[config.mk]
export PLATFORM = sky130hd
export DESIGN_NAME = sb_loopback
export DESIGN_NICKNAME = d
export VERILOG_FILES = /design/src/sb_pkg.sv /design/src/sb_fifo.sv /design/src/sb_byte_incr.sv /design/src/sb_axil_regs.sv /design/src/sb_loopback.sv
export SDC_FILE = /design/constraint.sdc
export NUM_CORES = 2
export LEC_CHECK = 0
export ABC_AREA = 1
export BUFFER_PORTS_ARGS = -buffer_cell sky130_fd_sc_hd__buf_2
export CELL_PAD_IN_SITES_DETAIL_PLACEMENT = 0
export CELL_PAD_IN_SITES_GLOBAL_PLACEMENT = 1
export CORE_UTILIZATION = 45
export CTS_BUF_LIST = sky130_fd_sc_hd__clkbuf_16
export DETAILED_ROUTE_END_ITERATION = 10
export HOLD_SLACK_MARGIN = 0.15
export PLACE_DENSITY_LB_ADDON = 0.1
export SLEW_MARGIN = 30
export SYNTH_ARGS = -nofsm -noshare
export SYNTH_HDL_FRONTEND = slang
export SYNTH_SLANG_ARGS = --single-unit
[constraint.sdc]
create_clock -name clk -period 25.9 [get_ports clk]
set_input_delay 1.295 -clock clk [delete_from_list [all_inputs] [get_ports clk]]
set_output_delay 1.295 -clock clk [all_outputs]
set_load 0.005 [all_outputs]
[src/sb_pkg.sv]
`default_nettype none

package sb_pkg;

    localparam int SB_ADDR_W = 32;
    localparam int SB_DATA_W = 32;
    localparam int SB_FIFO_DEPTH = 4;

    // register map, byte addresses on the AXI4-Lite port.
    localparam logic [SB_ADDR_W-1:0] REG_RX_DATA_LO = 32'h0000_0000;
    localparam logic [SB_ADDR_W-1:0] REG_RX_DATA_HI = 32'h0000_0004;
    localparam logic [SB_ADDR_W-1:0] REG_RX_DEST = 32'h0000_0008;
    localparam logic [SB_ADDR_W-1:0] REG_RX_PUSH = 32'h0000_000C;  // bit 0 carries last.
    localparam logic [SB_ADDR_W-1:0] REG_TX_DATA_LO = 32'h0000_0010;
    localparam logic [SB_ADDR_W-1:0] REG_TX_DATA_HI = 32'h0000_0014;
    localparam logic [SB_ADDR_W-1:0] REG_TX_DEST = 32'h0000_0018;
    localparam logic [SB_ADDR_W-1:0] REG_TX_STATUS = 32'h0000_001C;
    localparam logic [SB_ADDR_W-1:0] REG_TX_POP = 32'h0000_0020;

    localparam logic [1:0] RESP_OKAY = 2'b00;
    localparam logic [1:0] RESP_SLVERR = 2'b10;

    // byte 0 of data sits in bits 7:0.
    typedef struct packed {
        logic [63:0] data;
        logic [31:0] dest;
        logic last;
    } sb_packet_t;

endpackage

`default_nettype wire

[src/sb_fifo.sv]
`timescale 1ns/100ps
`default_nettype none

module sb_fifo #(
    parameter int DEPTH = sb_pkg::SB_FIFO_DEPTH
) (
    input logic clk,
    input logic rst,
    input sb_pkg::sb_packet_t in_pkt,
    input logic in_valid,
    output logic in_ready,
    output sb_pkg::sb_packet_t out_pkt,
    output logic out_valid,
    input logic out_ready
);

    sb_pkg::sb_packet_t mem [DEPTH];
    logic [$clog2(DEPTH)-1:0] wr_ptr;
    logic [$clog2(DEPTH)-1:0] rd_ptr;
    logic [$clog2(DEPTH+1)-1:0] count;
    logic push;
    logic pop;

    assign in_ready = int'(count) < DEPTH;
    assign out_valid = count != '0;
    assign out_pkt = mem[rd_ptr];

    assign push = in_valid && in_ready;
    assign pop = out_valid && out_ready;

    always_ff @(posedge clk) begin
        if (rst) begin
            wr_ptr <= '0;
            rd_ptr <= '0;
            count <= '0;
        end else begin
            if (push) wr_ptr <= wr_ptr + 1'b1;  // depth is a power of two so the pointer wraps.
            if (pop) rd_ptr <= rd_ptr + 1'b1;
            if (push && !pop) count <= count + 1'b1;
            else if (pop && !push) count <= count - 1'b1;
        end
    end

    always_ff @(posedge clk) begin
        if (rst) begin
            for (int i = 0; i < DEPTH; i++) begin
                mem[i] <= '0;
            end
        end else if (push) begin
            mem[wr_ptr] <= in_pkt;
        end
    end

endmodule

`default_nettype wire

[src/sb_byte_incr.sv]
`timescale 1ns/100ps
`default_nettype none

module sb_byte_incr (
    input logic clk,
    input logic rst,
    input sb_pkg::sb_packet_t in_pkt,
    input logic in_valid,
    output logic in_ready,
    output sb_pkg::sb_packet_t out_pkt,
    output logic out_valid,
    input logic out_ready
);

    sb_pkg::sb_packet_t incr_pkt;
    sb_pkg::sb_packet_t stage_pkt;
    logic full;

    // each byte wraps on its own, no carry into the next one.
    always_comb begin
        incr_pkt = in_pkt;
        for (int i = 0; i < $bits(in_pkt.data) / 8; i++) begin
            incr_pkt.data[i*8 +: 8] = in_pkt.data[i*8 +: 8] + 8'd1;
        end
    end

    assign in_ready = !full || out_ready;  // the stage drains while it refills.
    assign out_valid = full;
    assign out_pkt = stage_pkt;

    always_ff @(posedge clk) begin
        if (rst) begin
            full <= 1'b0;
        end else if (in_ready) begin
            full <= in_valid;
        end
    end

    always_ff @(posedge clk) begin
        if (in_valid && in_ready) stage_pkt <= incr_pkt;
    end

endmodule

`default_nettype wire

[src/sb_axil_regs.sv]
`timescale 1ns/100ps
`default_nettype none

module sb_axil_regs (
    input logic clk,
    input logic rst,

    input logic s_axil_awvalid,
    input logic [sb_pkg::SB_ADDR_W-1:0] s_axil_awaddr,
    output logic s_axil_awready,
    input logic s_axil_wvalid,
    input logic [sb_pkg::SB_DATA_W-1:0] s_axil_wdata,
    input logic [sb_pkg::SB_DATA_W/8-1:0] s_axil_wstrb,
    output logic s_axil_wready,
    output logic s_axil_bvalid,
    output logic [1:0] s_axil_bresp,
    input logic s_axil_bready,
    input logic s_axil_arvalid,
    input logic [sb_pkg::SB_ADDR_W-1:0] s_axil_araddr,
    output logic s_axil_arready,
    output logic s_axil_rvalid,
    output logic [sb_pkg::SB_DATA_W-1:0] s_axil_rdata,
    output logic [1:0] s_axil_rresp,
    input logic s_axil_rready,

    output sb_pkg::sb_packet_t rx_pkt,
    output logic rx_valid,
    input logic rx_ready,
    input sb_pkg::sb_packet_t tx_pkt,
    input logic tx_valid,
    output logic tx_ready
);

    logic [sb_pkg::SB_DATA_W-1:0] stage_lo;
    logic [sb_pkg::SB_DATA_W-1:0] stage_hi;
    logic [sb_pkg::SB_DATA_W-1:0] stage_dest;
    logic stage_last;
    logic wr_fire;
    logic rd_fire;
    logic push_ok;
    logic [1:0] wr_resp;
    logic [1:0] rd_resp;
    logic [sb_pkg::SB_DATA_W-1:0] rd_data;

    // merge the enabled write bytes into the old register value.
    function automatic logic [sb_pkg::SB_DATA_W-1:0] apply_strb(
        input logic [sb_pkg::SB_DATA_W-1:0] old_val,
        input logic [sb_pkg::SB_DATA_W-1:0] new_val,
        input logic [sb_pkg::SB_DATA_W/8-1:0] strb
    );
        logic [sb_pkg::SB_DATA_W-1:0] merged;
        merged = old_val;
        for (int i = 0; i < sb_pkg::SB_DATA_W / 8; i++) begin
            if (strb[i]) merged[i*8 +: 8] = new_val[i*8 +: 8];
        end
        return merged;
    endfunction

    assign wr_fire = s_axil_awvalid && s_axil_wvalid && !s_axil_bvalid;
    assign s_axil_awready = wr_fire;
    assign s_axil_wready = wr_fire;
    assign push_ok = rx_ready && !rx_valid;

    assign rx_pkt = '{data: {stage_hi, stage_lo}, dest: stage_dest, last: stage_last};
    assign tx_ready = wr_fire && (s_axil_awaddr == sb_pkg::REG_TX_POP) && tx_valid;

    always_comb begin
        wr_resp = sb_pkg::RESP_OKAY;
        case (s_axil_awaddr)
            sb_pkg::REG_RX_DATA_LO, sb_pkg::REG_RX_DATA_HI, sb_pkg::REG_RX_DEST: ;
            sb_pkg::REG_RX_PUSH: if (!push_ok) wr_resp = sb_pkg::RESP_SLVERR;
            sb_pkg::REG_TX_POP: if (!tx_valid) wr_resp = sb_pkg::RESP_SLVERR;
            default: wr_resp = sb_pkg::RESP_SLVERR;
        endcase
    end

    always_ff @(posedge clk) begin
        if (rst) begin
            stage_lo <= '0;
            stage_hi <= '0;
            stage_dest <= '0;
            stage_last <= 1'b0;
            rx_valid <= 1'b0;
            s_axil_bvalid <= 1'b0;
            s_axil_bresp <= sb_pkg::RESP_OKAY;
        end else begin
            if (rx_valid && rx_ready) rx_valid <= 1'b0;
            if (wr_fire) begin
                s_axil_bvalid <= 1'b1;
                s_axil_bresp <= wr_resp;
                case (s_axil_awaddr)
                    sb_pkg::REG_RX_DATA_LO:
                        stage_lo <= apply_strb(stage_lo, s_axil_wdata, s_axil_wstrb);
                    sb_pkg::REG_RX_DATA_HI:
                        stage_hi <= apply_strb(stage_hi, s_axil_wdata, s_axil_wstrb);
                    sb_pkg::REG_RX_DEST:
                        stage_dest <= apply_strb(stage_dest, s_axil_wdata, s_axil_wstrb);
                    sb_pkg::REG_RX_PUSH: begin
                        if (push_ok) begin
                            stage_last <= s_axil_wdata[0];
                            rx_valid <= 1'b1;  // taken by the rx queue on the next cycle.
                        end
                    end
                    default: ;
                endcase
            end else if (s_axil_bvalid && s_axil_bready) begin
                s_axil_bvalid <= 1'b0;
            end
        end
    end

    assign rd_fire = s_axil_arvalid && !s_axil_rvalid;
    assign s_axil_arready = rd_fire;

    always_comb begin
        rd_data = '0;
        rd_resp = sb_pkg::RESP_OKAY;
        case (s_axil_araddr)
            sb_pkg::REG_TX_DATA_LO: if (tx_valid) rd_data = tx_pkt.data[31:0];
            sb_pkg::REG_TX_DATA_HI: if (tx_valid) rd_data = tx_pkt.data[63:32];
            sb_pkg::REG_TX_DEST: if (tx_valid) rd_data = tx_pkt.dest;
            sb_pkg::REG_TX_STATUS: rd_data[2:0] = {!rx_ready, tx_valid && tx_pkt.last, tx_valid};
            default: rd_resp = sb_pkg::RESP_SLVERR;
        endcase
    end

    always_ff @(posedge clk) begin
        if (rst) begin
            s_axil_rvalid <= 1'b0;
            s_axil_rdata <= '0;
            s_axil_rresp <= sb_pkg::RESP_OKAY;
        end else if (rd_fire) begin
            s_axil_rvalid <= 1'b1;
            s_axil_rdata <= rd_data;
            s_axil_rresp <= rd_resp;
        end else if (s_axil_rvalid && s_axil_rready) begin
            s_axil_rvalid <= 1'b0;
        end
    end

endmodule

`default_nettype wire

[src/sb_loopback.sv]
`timescale 1ns/100ps
`default_nettype none

module sb_loopback (
    input logic clk,
    input logic rst,

    input logic s_axil_awvalid,
    input logic [sb_pkg::SB_ADDR_W-1:0] s_axil_awaddr,
    output logic s_axil_awready,
    input logic s_axil_wvalid,
    input logic [sb_pkg::SB_DATA_W-1:0] s_axil_wdata,
    input logic [sb_pkg::SB_DATA_W/8-1:0] s_axil_wstrb,
    output logic s_axil_wready,
    output logic s_axil_bvalid,
    output logic [1:0] s_axil_bresp,
    input logic s_axil_bready,
    input logic s_axil_arvalid,
    input logic [sb_pkg::SB_ADDR_W-1:0] s_axil_araddr,
    output logic s_axil_arready,
    output logic s_axil_rvalid,
    output logic [sb_pkg::SB_DATA_W-1:0] s_axil_rdata,
    output logic [1:0] s_axil_rresp,
    input logic s_axil_rready
);

    sb_pkg::sb_packet_t rx_pkt;
    logic rx_valid;
    logic rx_ready;
    sb_pkg::sb_packet_t mid_pkt;
    logic mid_valid;
    logic mid_ready;
    sb_pkg::sb_packet_t inc_pkt;
    logic inc_valid;
    logic inc_ready;
    sb_pkg::sb_packet_t tx_pkt;
    logic tx_valid;
    logic tx_ready;

    sb_axil_regs regs (
        .clk(clk),
        .rst(rst),
        .s_axil_awvalid(s_axil_awvalid),
        .s_axil_awaddr(s_axil_awaddr),
        .s_axil_awready(s_axil_awready),
        .s_axil_wvalid(s_axil_wvalid),
        .s_axil_wdata(s_axil_wdata),
        .s_axil_wstrb(s_axil_wstrb),
        .s_axil_wready(s_axil_wready),
        .s_axil_bvalid(s_axil_bvalid),
        .s_axil_bresp(s_axil_bresp),
        .s_axil_bready(s_axil_bready),
        .s_axil_arvalid(s_axil_arvalid),
        .s_axil_araddr(s_axil_araddr),
        .s_axil_arready(s_axil_arready),
        .s_axil_rvalid(s_axil_rvalid),
        .s_axil_rdata(s_axil_rdata),
        .s_axil_rresp(s_axil_rresp),
        .s_axil_rready(s_axil_rready),
        .rx_pkt(rx_pkt),
        .rx_valid(rx_valid),
        .rx_ready(rx_ready),
        .tx_pkt(tx_pkt),
        .tx_valid(tx_valid),
        .tx_ready(tx_ready)
    );

    sb_fifo #(.DEPTH(sb_pkg::SB_FIFO_DEPTH)) rx_queue (
        .clk(clk),
        .rst(rst),
        .in_pkt(rx_pkt),
        .in_valid(rx_valid),
        .in_ready(rx_ready),
        .out_pkt(mid_pkt),
        .out_valid(mid_valid),
        .out_ready(mid_ready)
    );

    sb_byte_incr byte_incr (
        .clk(clk),
        .rst(rst),
        .in_pkt(mid_pkt),
        .in_valid(mid_valid),
        .in_ready(mid_ready),
        .out_pkt(inc_pkt),
        .out_valid(inc_valid),
        .out_ready(inc_ready)
    );

    sb_fifo #(.DEPTH(sb_pkg::SB_FIFO_DEPTH)) tx_queue (
        .clk(clk),
        .rst(rst),
        .in_pkt(inc_pkt),
        .in_valid(inc_valid),
        .in_ready(inc_ready),
        .out_pkt(tx_pkt),
        .out_valid(tx_valid),
        .out_ready(tx_ready)
    );

endmodule

`default_nettype wire

After elaboration in Yosys (flattened, before gate mapping)
Memories as Yosys holds them, arrays and structs flattened. A register that Yosys moved wholly into a read port is not among the register bits.
Index checks and enable logic that the tools add are counted.
{"block": "word_totals", "regBits": 248, "ram_bits": 776, "inputBits": 107, "output_inout_bits": 41, "word_cells": 147, "mem_count": 2}
{"memory": "rx_queue.mem", "words": 4, "width": 97, "rd": 1, "rd_ports_with_merged_regs": 1, "wr": 4, "line_no": "sb_fifo.sv:17", "source": "sb_pkg::sb_packet_t mem [DEPTH];"}
{"memory": "tx_queue.mem", "words": 4, "width": 97, "rd": 1, "rd_ports_with_merged_regs": 1, "wr": 4, "line_no": "sb_fifo.sv:17"}
{"block": "classes", "n_addsub": 16, "n_lt_le_gt_ge": 2, "eq_ne": 8, "muxes": 39, "reduce_logical": 51}
{"op": "2-to-1 mux 97 bit", "count": 2}
{"op": "OR reduction 97 bit", "count": 2}
{"op": "equality test 32 x 5 -> 1 bit, second input constant", "count": 4}
{"op": "2-to-1 mux 32 bit", "count": 3}
{"op": "one-hot mux 29 bit (3 select lines)", "count": 1}
{"op": "adder 8 x 1 -> 8 bit, second input constant", "count": 8}
{"op": "equality test 32 x 4 -> 1 bit, second input constant", "count": 2}
{"op": "AND reduction 3 bit", "count": 13}
{"op": "equality test 32 x 3 -> 1 bit, second input constant", "count": 1}
{"op": "equality test 32 x 6 -> 1 bit, second input constant", "count": 1}
{"op": "zero test 32 bit", "count": 1}
{"op": "2-to-1 mux 1 bit", "count": 18}
{"op": "2-to-1 mux 2 bit", "count": 9}
{"op": "logical AND 1 bit", "count": 17}
{"op": "2-to-1 mux 3 bit", "count": 4}
{"op": "one-hot mux 3 bit (4 select lines)", "count": 1}
{"op": "zero test 1 bit", "count": 9}
{"op": "adder 2 x 1 -> 2 bit, second input constant", "count": 4}
{"op": "nonzero test 2 bit", "count": 4}
{"op": "adder 3 x 1 -> 3 bit, second input constant", "count": 2}
{"op": "less-than comparator 3 bit, second input constant", "count": 2}
{"op": "one-hot mux 2 bit (3 select lines)", "count": 1}
{"op": "nonzero test 3 bit", "count": 2}
{"op": "subtractor 3 x 1 -> 3 bit, second input constant", "count": 2}
{"op": "3 further kinds", "count": 3}

Logic depth before layout (Yosys ltp)
{"block": "logic_depth", "ltp_word": 8, "ltp_mapped": 13, "depth_no_buf": 13}

Modules after synthesis
From an unflattened synthesis, not the netlist that was laid out.
{"block": "hier_totals", "hier_cells": 4303, "hier_area_um2": 43998.4}
{"module": "sb_fifo (tx_queue)", "n_inst": 1, "cells_per_inst": 1527, "area_per_inst_um2": 16821.1}
{"module": "sb_fifo (rx_queue)", "n_inst": 1, "cells_per_inst": 1527, "area_per_inst_um2": 16767.3}
{"module": "sb_axil_regs", "n_inst": 1, "cells_per_inst": 921, "area_per_inst_um2": 6287.3}
{"module": "sb_byte_incr", "n_inst": 1, "cells_per_inst": 328, "area_per_inst_um2": 4122.7}

Worst setup path before layout
Ideal clock, no wire load.
{"block": "synth_timing", "path_kind": "register to register", "from": "register tx_queue.wr_ptr[0]", "to": "memory tx_queue.mem[1][0] (netlist bit), enable pin", "setup_time_ns": 0.687, "arrival_time_ns": 7.613, "required_ns": 25.213, "slack_ns": 17.600, "stages_incl_launch_ff": 6, "path_buffers": 1, "cell_sequence": "dfxtp_1 -> inv_1 -> nor2_1 -> inv_2 -> clkbuf_1 -> o21ai_0"}
{"element": "start: declaration", "line_no": "sb_fifo.sv:18", "source": "logic [$clog2(DEPTH)-1:0] wr_ptr;"}
{"element": "start signal: assignment", "line_no": "sb_fifo.sv:37", "source": "if (push) wr_ptr <= wr_ptr + 1'b1;"}
{"element": "end: declaration", "line_no": "sb_fifo.sv:17"}

==> impl_metrics.csv <==
group,metric,value,unit
placed_design,place_area,45600,um2
placed_design,dp_hpwl,70600,um
timing,slew_headroom,33.6,%
logic_synthesis,syn_avg_cell_area,10.2,um2
clock_tree,cts_sinks,1026,
detailed_routing,finalWirelength,120000,um
detailed_routing,drt_iter0_drc,2551,
timing,setup_viol,0,
floorplan,initial_core_util,45.4,%
floorplan,ios,148,
clock_tree,cts_setup_buffers,0,
logic_synthesis,ys_seq_area_share,66.6,%
pwr,p_per_area,96.0,nW/um2
clock_tree,clkTransAtPathRegs,60,ps
timing,worst_pin_slew,996,ps
critical_path,cp_max_fo,53,
pwr,sw_frac_of_total,31.8,%
detailed_routing,route.vias.total,30100,
layout,n_antenna_cell,0,
pwr,switchingPower,1.50,mW
critical_path,critPathMaxStageDelay,760,ps
timing,period_needed,4410,ps
timing,hold_viol,0,
clock_tree,cts_htree_levels,3,
layout,fin_nets,4470,
logic_synthesis,async_flop_share,0,%
timing,skew,17.1,ps
timing,hold_ws,460,ps
floorplan,rows,114,
floorplan,die_w,315,um
timing,fmax,227,MHz
logic_synthesis,syn_inst,4306,
grt,grt_pass1_wl,179000,um
layout,drive_gt1_share,10.0,%
pwr,clkPwrFrac,32.6,%
floorplan,die_y,315,um
pwr,p_int,3.21,mW
layout,fin_util,50.8,%
timing,post-route-period-util,17.0,%
pwr,seq_power_share,46.7,%
timing,rsz0062_at_grt,"no",
clock_tree,cts_tree,"yes",
pwr,max-vdd-ir-drop,0.0585,mV
layout,area_growth,11.7,%
status,outcome,"finished, final reports clean",
detailed_routing,drc_errors,0,
critical_path,cpMaxStageDelayCell,"buf_4",
logic_synthesis,yosysWarnings,0,
grt,grt-ovfl-total,0,
floorplan,die_area,98900,um2
clock_tree,clk_latency,690,ps
critical_path,worstPathRequired,26200,ps
logic_synthesis,ys_top_cells_by_count,"nor2_1 (1164), edfxtp_1 (873), o21ai_0 (430)",
clock_tree,cts_buffer_depth,3,
critical_path,arrival,4710,ps
timing,slew_viol_final,0,
critical_path,worst-setup-path-type,"in2reg",
grt,met2_usage,37.9,%
clock_tree,cts_buffers,110,
layout,design_area,49100,um2
run,cap_violations,0,
critical_path,path_cells,"buf_2, buf_4, nor2_1, clkinv_2, nor2_1, nand2_4, nand2_4, buf_4",
grt,use_met1,35.2,%
logic_synthesis,yosys-top-cells-area,"edfxtp_1 (60%), nor2_1 (9.9%), dfxtp_1 (7.0%)",
critical_path,start_kind,"primary input",
logic_synthesis,yosysTopAreaCell,"edfxtp_1",
grt,grt_max_degree,150,
detailed_routing,drtAntennaViolNets,0,
logic_synthesis,synthesis.area,44000,um2
pwr,fin_total_pwr,4.71,mW
logic_synthesis,synth_top_area_share,59.6,%
min_path,hold_class,"reg2reg",
clock_tree,post_cts_resized,0,
placed_design,portBuffers,145,
logic_synthesis,synth_seq_cells,1026,
placed_design,gp_congestion,0.772,
grt,busiest_layer,"met2",
grt,track_usage,24.2,%
grt,met3_usage,3.33,%
pwr,power_frac_comb,20.7,%
detailed_routing,wl_per_cell,20.9,um
detailed_routing,drt_pass1_iterations,5,
detailed_routing,vias_per_cell,5.27,
pwr,leakage,17.9,nW
timing,tns,0,ps
critical_path,worst_setup_path_end_kind,"flop",
logic_synthesis,synth_cell_types,35,
clock_tree,ctsHoldBuffers,0,
clock_tree,clk_root_buffer_cell,"clkbuf_16",
logic_synthesis,synth_edf_count,873,
grt,first_global_vias,28600,
floorplan,core,96700,um2
grt,grt_antenna_before_repair,6,
logic_synthesis,yosysMostFrequentCell,"nor2_1",
logic_synthesis,ys.flop_type,"edfxtp_1",
final timing paths:
check	start	to	slack, ps	cells past startpoint
worst min-delay path	regs.s_axil_rdata[14]	regs.s_axil_rdata[14]	460	2
worst max-delay path	rst	tx_queue.mem[0][73]	21490	8
worst max register to register	rx_queue.count[2]	rx_queue.mem[0][79]	21770	10
worst min register to register	regs.s_axil_rdata[14]	regs.s_axil_rdata[14]	460	2
final cells by class:
type                            count  area, um2
Tap cell                         1276       1600
Fill cell                        8933      47600
Clock inverter                     95        706
Sequential cell                  1026      29300
Clock buffer                      113       2830
Multi-Input combinational cell   2635      12100
Inverter                          383       1470
Timing Repair Buffer              192       1140
power groups by stage:
stage                     Clock [mW]  Sequential, mW  Combinational, mW
after floorplan                    0            2.19              0.665
after global placement             0            2.23              0.974
after detailed placement           0            2.24              0.980
after CTS                       1.56            2.20              0.984
after global routing            1.62            2.22               1.08
final                           1.54            2.20              0.977
registers in the layout, summed over array words and instances (netlist names), 2 cells and up, named ones only:
| name | count |
|---|---|
| byte_incr.out_pkt | 97 |
| regs.s_axil_rdata | 32 |
| regs.stage_dest | 32 |
| regs.stage_hi | 32 |
| regs.stage_lo | 32 |
| rx_queue.count | 3 |
| rx_queue.mem | 388 |
| rx_queue.rd_ptr | 2 |
| rx_queue.wr_ptr | 2 |
| tx_queue.count | 3 |
| tx_queue.mem | 388 |
| tx_queue.rd_ptr | 2 |
| tx_queue.wr_ptr | 2 |
worst max-delay path: cells and delay by family:
family	cells	cell delay, ps
AND/OR/NAND/NOR	4	1390
buffers and inverters	4	1890
cell families after synthesis:
| logic type | share of synthesized area, % |
|---|---|
| simple gates | 16.8 |
| flops | 66.6 |
| compound gates | 8.90 |
| buf+inv | 6.23 |
| xor+xnor | 0.996 |
| fa+ha+maj | 0.461 |
| other cells | 0.00853 |
layer usage:
metal	routed length, um	share of wire [%]	vias up
met3	7480	6.2	156
met2	54100	45	870
met4	3260	2.7	0
met5	0	0	-
met1	55000	46	14500
li1	-	-	14500
per-stage QoR:
step                instances  worst slack, ps
global route             5720            21280
CTS                      5720            21410
global placement         5510            20690
floorplan                4307            17600
detailed placement       5512            20670
finish                   5720            21490
placed cells by master, fill, tap and decap left out, drive strengths merged:
| cell | instances |
|---|---|
| ha | 13 |
| o21bai | 1 |
| clkbuf | 113 |
| dfxtp | 153 |
| clkinvlp | 8 |
| a21oi | 114 |
| conb | 2 |
| o21ai | 458 |
| bufinv | 10 |
| buf | 192 |
| nand2 | 420 |
| nand4 | 8 |
| a31oi | 1 |
| clkinv | 53 |
| xnor2 | 24 |
| nor2 | 1185 |
| inv | 407 |
| nor3b | 1 |
| nand3 | 121 |
| o22ai | 149 |
| nor3 | 110 |
| edfxtp | 873 |
| fa | 2 |
| xor2 | 26 |
Note: power is estimated with default switching activity, not from simulation.
